File: src/hw/rs_link_cfg.svh
// sizing constants for the erasure-tolerant symbol link
// include this wherever symbol, block or key widths are needed
`ifndef RS_LINK_CFG_SVH
`define RS_LINK_CFG_SVH

// one GF(16) symbol
`define RS_SYM_W     4
// data symbols per block, at x = 1..8
`define RS_K         8
// full codeword length, parity at x = 9..12
`define RS_N         12
`define RS_NPAR      4
// cipher key width, same as a symbol so the key adds mod 16
`define RS_KEY_W     4
// highest loss count that still counts as a good transfer
`define RS_MAX_LOST  4
// reduction polynomial x^4 + x + 1
`define RS_POLY      5'b10011

`endif

File: src/hw/gf16_pkg.sv
// GF(16) field element type and arithmetic
// gf_mul and gf_inv synthesize to small xor networks
// lagrange_coef is meant for constant tables built at elaboration
`default_nettype none
`include "rs_link_cfg.svh"

package gf16_pkg;

    typedef logic [`RS_SYM_W-1:0] sym_t;

    // shift and add multiply, reduced by the field polynomial each step
    function automatic sym_t gf_mul(input sym_t a, input sym_t b);
        sym_t              prod;
        logic [`RS_SYM_W:0] sh;
        prod = '0;
        sh   = {1'b0, a};
        for (int i = 0; i < `RS_SYM_W; i++) begin
            if (b[i]) begin
                prod = prod ^ sh[`RS_SYM_W-1:0];
            end
            sh = sh << 1;
            if (sh[`RS_SYM_W]) begin
                sh = sh ^ `RS_POLY;
            end
        end
        return prod;
    endfunction

    // a^14 = a^-1 in GF(16), zero maps to zero
    function automatic sym_t gf_inv(input sym_t a);
        sym_t a2;
        sym_t a4;
        sym_t a8;
        a2 = gf_mul(a, a);
        a4 = gf_mul(a2, a2);
        a8 = gf_mul(a4, a4);
        return gf_mul(gf_mul(a2, a4), a8);
    endfunction

    // basis polynomial of src_x over the point list xs, evaluated at dst_x
    // subtraction is xor in characteristic 2
    function automatic sym_t lagrange_coef(input sym_t src_x, input sym_t dst_x,
                                           input logic [`RS_K*`RS_SYM_W-1:0] xs);
        sym_t num;
        sym_t den;
        sym_t xm;
        num = sym_t'(1);
        den = sym_t'(1);
        for (int m = 0; m < `RS_K; m++) begin
            xm = xs[m*`RS_SYM_W +: `RS_SYM_W];
            if (xm != src_x) begin
                num = gf_mul(num, dst_x ^ xm);
                den = gf_mul(den, src_x ^ xm);
            end
        end
        return gf_mul(num, gf_inv(den));
    endfunction

endpackage

`default_nettype wire

File: src/hw/link_pkg.sv
// block level types shared by the link stages
// element i of a block or codeword always carries the symbol at x = i+1
`default_nettype none
`include "rs_link_cfg.svh"

package link_pkg;

    // eight plaintext or enciphered data symbols
    typedef gf16_pkg::sym_t [`RS_K-1:0] data_block_t;

    // data in elements 0..7, parity in 8..11
    typedef gf16_pkg::sym_t [`RS_N-1:0] codeword_t;

    // one bit per codeword position, set means dropped
    typedef logic [`RS_N-1:0] loss_mask_t;

    // evaluation points for the lagrange evaluator
    // a four point target set sits in the low entries, the rest unused
    typedef gf16_pkg::sym_t [`RS_K-1:0] x_list_t;

    // losses per block, wide enough for all twelve positions
    typedef logic [3:0] lost_cnt_t;

endpackage

`default_nettype wire

File: src/hw/lagrange_eval.sv
// combinational GF(16) lagrange evaluator
// given symbols at the eight SRC_X points, produces the interpolated
// values at the first four DST_X points
// point sets are parameters, so the coefficients fold to constants
`timescale 1ns/10ps
`default_nettype none
`include "rs_link_cfg.svh"

module lagrange_eval #(
    // entry 0 in the low nibble, default is x = 1..8
    parameter link_pkg::x_list_t SRC_X = 32'h8765_4321,
    // targets x = 9..12 by default
    parameter link_pkg::x_list_t DST_X = 32'h0000_cba9
) (
    input  gf16_pkg::sym_t [`RS_K-1:0]    src,
    output gf16_pkg::sym_t [`RS_NPAR-1:0] dst
);

    // coefficient times source for every target/source pair
    gf16_pkg::sym_t [`RS_NPAR-1:0][`RS_K-1:0] prod;

    for (genvar d = 0; d < `RS_NPAR; d++) begin : g_dst
        for (genvar s = 0; s < `RS_K; s++) begin : g_src
            // 32 constants in all, one per pair
            localparam gf16_pkg::sym_t COEF =
                gf16_pkg::lagrange_coef(SRC_X[s], DST_X[d], SRC_X);

            assign prod[d][s] = gf16_pkg::gf_mul(COEF, src[s]);
        end
    end

    // field addition is xor
    always_comb begin
        dst = '0;
        for (int d = 0; d < `RS_NPAR; d++) begin
            for (int s = 0; s < `RS_K; s++) begin
                dst[d] = dst[d] ^ prod[d][s];
            end
        end
    end

endmodule

`default_nettype wire

File: src/hw/rs_encoder.sv
// first link stage
// adds the key to each data symbol mod 16, evaluates four parity symbols
// at x = 9..12 over the enciphered block and registers the codeword
// the loss mask rides along so it stays aligned with its block
`timescale 1ns/10ps
`default_nettype none
`include "rs_link_cfg.svh"

module rs_encoder (
    input  logic                    clk,
    input  logic                    rst_n,
    input  logic [`RS_KEY_W-1:0]    key,
    input  logic                    in_valid,
    output logic                    in_ready,
    input  link_pkg::data_block_t   in_data,
    input  link_pkg::loss_mask_t    in_loss_mask,
    output logic                    enc_valid,
    input  logic                    enc_ready,
    output link_pkg::codeword_t     enc_word,
    output link_pkg::loss_mask_t    enc_loss_mask
);

    link_pkg::data_block_t          cipher;
    gf16_pkg::sym_t [`RS_NPAR-1:0]  parity;

    // accept when the output register is free or drains this cycle
    assign in_ready = !enc_valid || enc_ready;

    // key add wraps at 4 bits, i.e. mod 16
    always_comb begin
        for (int i = 0; i < `RS_K; i++) begin
            cipher[i] = gf16_pkg::sym_t'(in_data[i] + key);
        end
    end

    // parity from data points 1..8 to targets 9..12
    lagrange_eval #(
        .SRC_X(32'h8765_4321),
        .DST_X(32'h0000_cba9)
    ) u_parity_eval (
        .src(cipher),
        .dst(parity)
    );

    always_ff @(posedge clk) begin
        if (!rst_n) begin
            enc_valid <= 1'b0;
        end else if (in_ready) begin
            enc_valid <= in_valid;
        end
    end

    // payload only loads on a transfer
    always_ff @(posedge clk) begin
        if (in_valid && in_ready) begin
            enc_word      <= {parity, cipher};
            enc_loss_mask <= in_loss_mask;
        end
    end

    // stalled codeword must not change under the channel
    a_word_stable: assert property (@(posedge clk) disable iff (!rst_n)
        enc_valid && !enc_ready |=> $stable(enc_word) && enc_valid);

endmodule

`default_nettype wire

File: src/hw/erasure_channel.sv
// lossy channel stage
// masked positions keep the last symbol delivered in that position,
// clear positions pass through, the block's losses are counted
// and a failure is flagged when more than RS_MAX_LOST are gone
`timescale 1ns/10ps
`default_nettype none
`include "rs_link_cfg.svh"

module erasure_channel (
    input  logic                    clk,
    input  logic                    rst_n,
    input  logic                    enc_valid,
    output logic                    enc_ready,
    input  link_pkg::codeword_t     enc_word,
    input  link_pkg::loss_mask_t    enc_loss_mask,
    output logic                    ch_valid,
    input  logic                    ch_ready,
    output link_pkg::codeword_t     ch_word,
    output link_pkg::loss_mask_t    ch_lost,
    output link_pkg::lost_cnt_t     ch_lost_count,
    output logic                    ch_failed
);

    link_pkg::lost_cnt_t lost_cnt;

    assign enc_ready = !ch_valid || ch_ready;

    // population count of this block's mask
    always_comb begin
        lost_cnt = '0;
        for (int i = 0; i < `RS_N; i++) begin
            lost_cnt = lost_cnt + link_pkg::lost_cnt_t'(enc_loss_mask[i]);
        end
    end

    // ch_word is also the hold-last store
    // a lost position keeps the symbol it last delivered
    always_ff @(posedge clk) begin
        if (!rst_n) begin
            ch_valid  <= 1'b0;
            ch_word   <= '0;
            ch_failed <= 1'b0;
        end else if (enc_ready) begin
            ch_valid <= enc_valid;
            if (enc_valid) begin
                ch_failed <= (lost_cnt > `RS_MAX_LOST);
                for (int i = 0; i < `RS_N; i++) begin
                    if (!enc_loss_mask[i]) begin
                        ch_word[i] <= enc_word[i];
                    end
                end
            end
        end
    end

    always_ff @(posedge clk) begin
        if (enc_valid && enc_ready) begin
            ch_lost       <= enc_loss_mask;
            ch_lost_count <= lost_cnt;
        end
    end

    // loss count never exceeds the codeword length
    a_count_range: assert property (@(posedge clk) disable iff (!rst_n)
        ch_valid |-> ch_lost_count <= `RS_N);

endmodule

`default_nettype wire

File: src/hw/rs_recover.sv
// recovery stage
// rebuilds positions 5..8 from positions 1..4 and 9..12 by lagrange
// interpolation, flags a data error where an intact received symbol
// in 5..8 disagrees with its rebuilt value, then removes the key
// only this one point set is supported, other loss patterns are not repaired
`timescale 1ns/10ps
`default_nettype none
`include "rs_link_cfg.svh"

module rs_recover (
    input  logic                    clk,
    input  logic                    rst_n,
    input  logic [`RS_KEY_W-1:0]    key,
    input  logic                    ch_valid,
    output logic                    ch_ready,
    input  link_pkg::codeword_t     ch_word,
    input  link_pkg::loss_mask_t    ch_lost,
    input  link_pkg::lost_cnt_t     ch_lost_count,
    input  logic                    ch_failed,
    output logic                    out_valid,
    input  logic                    out_ready,
    output link_pkg::data_block_t   out_data,
    output link_pkg::lost_cnt_t     out_lost_count,
    output logic                    out_failed,
    output logic                    out_data_error
);

    gf16_pkg::sym_t [`RS_K-1:0]    known;
    gf16_pkg::sym_t [`RS_NPAR-1:0] rebuilt;
    link_pkg::data_block_t         plain;
    logic                          mismatch;

    assign ch_ready = !out_valid || out_ready;

    // sources at x = 1..4 then x = 9..12
    assign known = {ch_word[11:8], ch_word[3:0]};

    lagrange_eval #(
        .SRC_X(32'hcba9_4321),
        .DST_X(32'h0000_8765)
    ) u_rebuild_eval (
        .src(known),
        .dst(rebuilt)
    );

    always_comb begin
        mismatch = 1'b0;
        for (int i = 0; i < `RS_K; i++) begin
            if (i >= 4) begin
                // rebuilt symbol replaces the received one
                plain[i] = gf16_pkg::sym_t'(rebuilt[i-4] - key);
                // lost positions hold stale data and are not compared
                if (!ch_lost[i] && ch_word[i] != rebuilt[i-4]) begin
                    mismatch = 1'b1;
                end
            end else begin
                plain[i] = gf16_pkg::sym_t'(ch_word[i] - key);
            end
        end
    end

    always_ff @(posedge clk) begin
        if (!rst_n) begin
            out_valid      <= 1'b0;
            out_failed     <= 1'b0;
            out_data_error <= 1'b0;
        end else if (ch_ready) begin
            out_valid <= ch_valid;
            if (ch_valid) begin
                out_failed     <= ch_failed;
                out_data_error <= mismatch;
            end
        end
    end

    always_ff @(posedge clk) begin
        if (ch_valid && ch_ready) begin
            out_data       <= plain;
            out_lost_count <= ch_lost_count;
        end
    end

    // failure verdict from the channel agrees with the mask it carried
    a_fail_flag: assert property (@(posedge clk) disable iff (!rst_n)
        ch_valid && ch_ready && ($countones(ch_lost) > `RS_MAX_LOST) |=> out_failed);

endmodule

`default_nettype wire

File: src/hw/rs_link_top.sv
// top of the symbol link, encoder then channel then recovery
// three register stages, one block per cycle at full throughput
// key must only change while the link is empty
`timescale 1ns/10ps
`default_nettype none
`include "rs_link_cfg.svh"

module rs_link_top (
    input  logic                    clk,
    input  logic                    rst_n,
    input  logic [`RS_KEY_W-1:0]    key,
    input  logic                    in_valid,
    output logic                    in_ready,
    input  link_pkg::data_block_t   in_data,
    input  link_pkg::loss_mask_t    in_loss_mask,
    output logic                    out_valid,
    input  logic                    out_ready,
    output link_pkg::data_block_t   out_data,
    output link_pkg::lost_cnt_t     out_lost_count,
    output logic                    out_failed,
    output logic                    out_data_error
);

    // encoder to channel
    logic                 enc_valid;
    logic                 enc_ready;
    link_pkg::codeword_t  enc_word;
    link_pkg::loss_mask_t enc_loss_mask;

    // channel to recovery
    logic                 ch_valid;
    logic                 ch_ready;
    link_pkg::codeword_t  ch_word;
    link_pkg::loss_mask_t ch_lost;
    link_pkg::lost_cnt_t  ch_lost_count;
    logic                 ch_failed;

    rs_encoder u_rs_encoder (
        .clk(clk), .rst_n(rst_n), .key(key),
        .in_valid(in_valid), .in_ready(in_ready),
        .in_data(in_data), .in_loss_mask(in_loss_mask),
        .enc_valid(enc_valid), .enc_ready(enc_ready),
        .enc_word(enc_word), .enc_loss_mask(enc_loss_mask)
    );

    erasure_channel u_erasure_channel (
        .clk(clk), .rst_n(rst_n),
        .enc_valid(enc_valid), .enc_ready(enc_ready),
        .enc_word(enc_word), .enc_loss_mask(enc_loss_mask),
        .ch_valid(ch_valid), .ch_ready(ch_ready), .ch_word(ch_word),
        .ch_lost(ch_lost), .ch_lost_count(ch_lost_count), .ch_failed(ch_failed)
    );

    rs_recover u_rs_recover (
        .clk(clk), .rst_n(rst_n), .key(key),
        .ch_valid(ch_valid), .ch_ready(ch_ready), .ch_word(ch_word),
        .ch_lost(ch_lost), .ch_lost_count(ch_lost_count), .ch_failed(ch_failed),
        .out_valid(out_valid), .out_ready(out_ready), .out_data(out_data),
        .out_lost_count(out_lost_count), .out_failed(out_failed),
        .out_data_error(out_data_error)
    );

endmodule

`default_nettype wire

File: config.mk
export PLATFORM = sky130hd
export DESIGN_NAME = rs_link_top
export DESIGN_NICKNAME = d
export VERILOG_FILES = /design/src/hw/gf16_pkg.sv /design/src/hw/link_pkg.sv /design/src/hw/lagrange_eval.sv /design/src/hw/rs_encoder.sv /design/src/hw/erasure_channel.sv /design/src/hw/rs_recover.sv /design/src/hw/rs_link_top.sv
export VERILOG_INCLUDE_DIRS = /design/src /design/src/hw
export SDC_FILE = /design/constraint.sdc
export NUM_CORES = 1
export LEC_CHECK = 0
export BUFFER_PORTS_ARGS = -buffer_cell sky130_fd_sc_hd__buf_2
export CAP_MARGIN = 20
export CELL_PAD_IN_SITES_DETAIL_PLACEMENT = 1
export CELL_PAD_IN_SITES_GLOBAL_PLACEMENT = 1
export CORE_ASPECT_RATIO = 1.2
export CORE_MARGIN = 4
export CORE_UTILIZATION = 47
export CTS_CLUSTER_SIZE = 30
export DETAILED_ROUTE_END_ITERATION = 10
export PLACE_DENSITY_LB_ADDON = 0.1
export REMOVE_ABC_BUFFERS = 1
export SLEW_MARGIN = 5
export SYNTH_ARGS = -nofsm -noshare
export SYNTH_HDL_FRONTEND = slang
export SYNTH_SLANG_ARGS = --single-unit
File: constraint.sdc
create_clock -name clk -period 4.88 [get_ports clk]
set_input_delay 0.244 -clock clk [delete_from_list [all_inputs] [get_ports clk]]
set_output_delay 0.244 -clock clk [all_outputs]
set_load 0.05 [all_outputs]
==> metrics.md <==
| Metric | Value |
|---|---|
| # Post-CTS Setup Buffers | 0 |
| Non-filler instance count after layout | 1268 |
| RR Endpoint | u_erasure_channel.ch_failed |
| Vias in the first global route | 6995 |
| Initial antenna violation count | 0 |
| Required @ worst endpoint | 5.24 ns |
| Sw Share | 36.8% |
| Post-synth EDFFs | 104 |
| Setup crit start kind | flip-flop |
| Setup tns final | 0 ns |
| Delay-heaviest family, CP | adder cells |
| FILL cells | 2294 |
| Worst-Margin Slew | 0.938 ns |
| Critical Path Stages | 11 |
| Per-cell routed wire length | 20.2 um |
| Maximum clock path buffer count | 2 |
| Combinational Power Share | 50.0% |
| PostCTS Resize Cnt | 0 |
| Pleak | 4.77 nW |
| Fin. Hold Viols | 0 |
| CP dominant cell by count | fa_1 |
| FP Rows | 59 |
| Clock power share | 19.9% |
| CP cell instances | fa_1 -> inv_1 -> fa_1 -> fa_1 -> fa_1 -> inv_1 -> ha_1 -> fa_1 -> xor2_1 -> o21ai_0 -> a31oi_1 |
| Status | finished, final reports clean |
| Pin count of the biggest net entering global routing | 57 |
| Antenna viol nets, final | 0 |
| TritonCTS buffer count | 17 |
| Internal power | 4.12 mW |
| Leading area contributor after synthesis | edfxtp_1 |
| DRT Pass-1 Iters | 4 |
| Clock Skews | 0.00919 ns |
| CTS tree | done |
| Layout area overhead | 14.2% |
| CP max stage cell | fa_1 |
| DRC viols | 0 |
| Slew Viols, Final | 0 |
| Yosys warning total | 0 |
| I/O pin cnt | 92 |
| Worst Path Arrival | 4.15 ns |
| Die H | 170 um |
| Async SR Flop Fraction | 0% |
| HP Class | in -> reg |
| Fin crit period | 3.79 ns |
| CP Capture Type | flip-flop |
| Initial DRC count | 340 |
| Top cell type's share of synthesized area | 30.2% |
| Flops & latches, synth | 158 |
| Synth area leaders | edfxtp_1 30%, xnor2_1 19%, dfxtp_1 10% |
| CP Launch Point | u_rs_encoder.enc_loss_mask[0] |
| Syn avg cell area | 11.8 sq um |
| Peak VDD IR | 0.285 mV |
| Clk_lat worst skew | 0.43 ns |
| Unrepaired setup endpoints after global routing | no |
| Rel. slew slack | 37.4% |
| Layout Utilization | 54.4% |
| Critical path buffer and inverter count | 2 |
| Routed vias/inst | 5.03 |
| R2R Setup Slk | 1.09 ns |
| Synth Flop Type | edfxtp_1 |
| Post-synthesis sequential area ratio | 40.7% |
| Register share of total power | 30.1% |
| CTS H-Tree Depth | 4 |
| Final nets | 1108 |
| Post-Route WL | 25600 um |
| P_sw | 2.39 mW |
| Remaining Overflow, GRT | 0 |
| Gate Count Post-Synth | 878 |
| Power Total | 6.51 mW |
| Clk sinks | 158 |
| Top post-synthesis cells by count | 219 x xnor2_1, 104 x edfxtp_1, 72 x inv_1, 67 x xor2_1, 54 x dfxtp_1 |
| Post-Syn Area | 10300 sq um |
| Library cells used by synthesis | 29 |
| Initial Util | 47.6% |
| Crit path max fanout | 5 |
| Clock root buffer | clkbuf_16 |
| Core box area | 21700 sq um |
| Final setup fails | 0 |
| Share of post-route cells with drive strength above 1 | 15.8% |
| Worst reg2reg startpoint | u_rs_encoder.enc_loss_mask[0] |
| Fin crit share | 77.8% |
| # diodes | 0 |
| Max-Cap Viols | 0 |
| Critical path type | reg -> reg |
| Via count | 6376 |
| Max Freq | 0.264 GHz |
| IO buf count | 91 |
| Peak per-stage delay on the critical path | 0.57 ns |
| DP Cell Count | 1223 |
| Placer congestion estimate | 0.873 |
| Die Area | 24400 sq um |
| DIE WIDTH | 143 um |
| Post-DP HPWL | 20000 um |
| GRT Total Usage | 21.8% |
| First-pass GRT wire length | 39600 um |
| Count leader, synth | xnor2_1 |
| Clock transition at path regs | 0.07 ns |
| Power per cell area | 551 nW/um^2 |
| R2r worst-path depth | 11 |
| Worst hold margin | 0.142 ns |
| Setup crit end | u_erasure_channel.ch_failed |
==> worst min-delay path by stage <==
stage / to / slack (ns) / from / cells past startpoint
finish: u_rs_encoder.enc_valid / 0.14 / in_valid / 3
global route: u_rs_encoder.enc_valid / 0.15 / in_valid / 3
global placement: u_rs_recover.out_lost_count[0] / 0.40 / u_erasure_channel.ch_lost_count[0] / 0
CTS: u_rs_encoder.enc_valid / 0.14 / in_valid / 3
floorplan: u_rs_encoder.enc_loss_mask[0] / 0.34 / in_loss_mask[0] / 0
detailed placement: u_rs_recover.out_lost_count[0] / 0.41 / u_erasure_channel.ch_lost_count[0] / 0
==> routing by layer <==
layer	GRT usage, %	vias to the layer above	part of all wire, %
met1	26.2	3081	40
met5	0	-	0
met4	6.67	0	2.7
met2	39.9	139	53
li1	-	3114	-
met3	3.51	42	4.2
==> cell families after synthesis <==
family                     Yosys count  share of synthesized area [%]
xor gates and xnor gates           334                           33.3
and+or+nand+nor                     74                           2.90
buffers and inverters               97                           3.67
AOI/OAI and AO/OA                  139                           8.58
DFF                                158                           40.7
adders and majority gates           75                           10.7
muxes                                1                         0.0968
==> power groups by stage <==
stage          clock [mW]  sequential, mW  combinational, mW
6_report             1.30            1.96               3.26
4_1_cts              1.33            1.96               3.31
3_3_place_gp            0            1.98               3.20
3_5_place_dp            0            1.99               3.29
5_1_grt              1.39            1.98               3.59
2_1_floorplan           0            2.08               2.52
==> metrics by stage <==
| step | instance area, sq um | setup slack, ns |
|---|---|---|
| 2_1_floorplan | 10200 | 0.582 |
| 3_3_place_gp | 11100 | 1.17 |
| 3_5_place_dp | 11100 | 1.07 |
| 4_1_cts | 11800 | 1.07 |
| 5_1_grt | 11800 | 0.949 |
| 6_report | 11800 | 1.09 |
==> worst reg2reg max path, stage by stage (launching register included) <==
cell and delay [ns]:
edfxtp_1 0.46, fa_1 0.56, inv_1 0.05, fa_1 0.57, fa_1 0.47, fa_1 0.51, inv_1 0.05, ha_1 0.20
fa_1 0.39, xor2_1 0.19, o21ai_0 0.12, a31oi_1 0.16
==> registers in the layout, summed over array words and instances (netlist names) <==
signal                           count
u_rs_recover.out_failed              1
u_rs_recover.out_lost_count          4
u_erasure_channel.ch_word           48
u_rs_recover.out_data               32
u_erasure_channel.ch_lost            4
u_erasure_channel.ch_lost_count      4
u_rs_encoder.enc_loss_mask          12
u_rs_encoder.enc_valid               1
u_rs_encoder.enc_word               48
u_rs_recover.out_data_error          1
u_rs_recover.out_valid               1
u_erasure_channel.ch_valid           1
u_erasure_channel.ch_failed          1
==> cells in the final DEF, fill, tap and decap left out, types with 2 or more instances in the layout <==
cell,instances
a21boi_0,45
xnor2_1,219
fa_1,23
nand3_1,2
ha_1,52
inv_8,2
nor2b_1,7
xnor2_2,19
xor2_2,4
a41oi_2,2
xnor3_1,20
edfxtp_1,104
dfxtp_1,54
buf_4,5
inv_6,3
xor2_1,67
clkinv_4,6
a21o_1,17
buf_2,91
clkbuf_16,18
nand2_1,47
nor2_1,17
xor3_1,3
o21ai_0,47
inv_1,72
dlygate4sd3_1,12
a21oi_1,22
xnor3_2,2
a31oi_1,2
==> timing repair <==
action / 4_1_cts / 5_1_grt
hold buffers: 12 / 0
endpoints found under the hold margin: 12 / 0
endpoints found under the setup margin: 0 / 0
==> final cells by class <==
cell class	instances	area [sq um]	share of cell area, %
Multi-Input combinational cell	623	5780	48.9
Sequential cell	158	4200	35.6
Timing Repair Buffer	109	633	5.36
Clock buffer	19	454	3.85
Tap cell	274	343	2.90
Inverter	72	270	2.29
Clock inverter	13	125	1.06
Power figures use the tool's default switching activity.
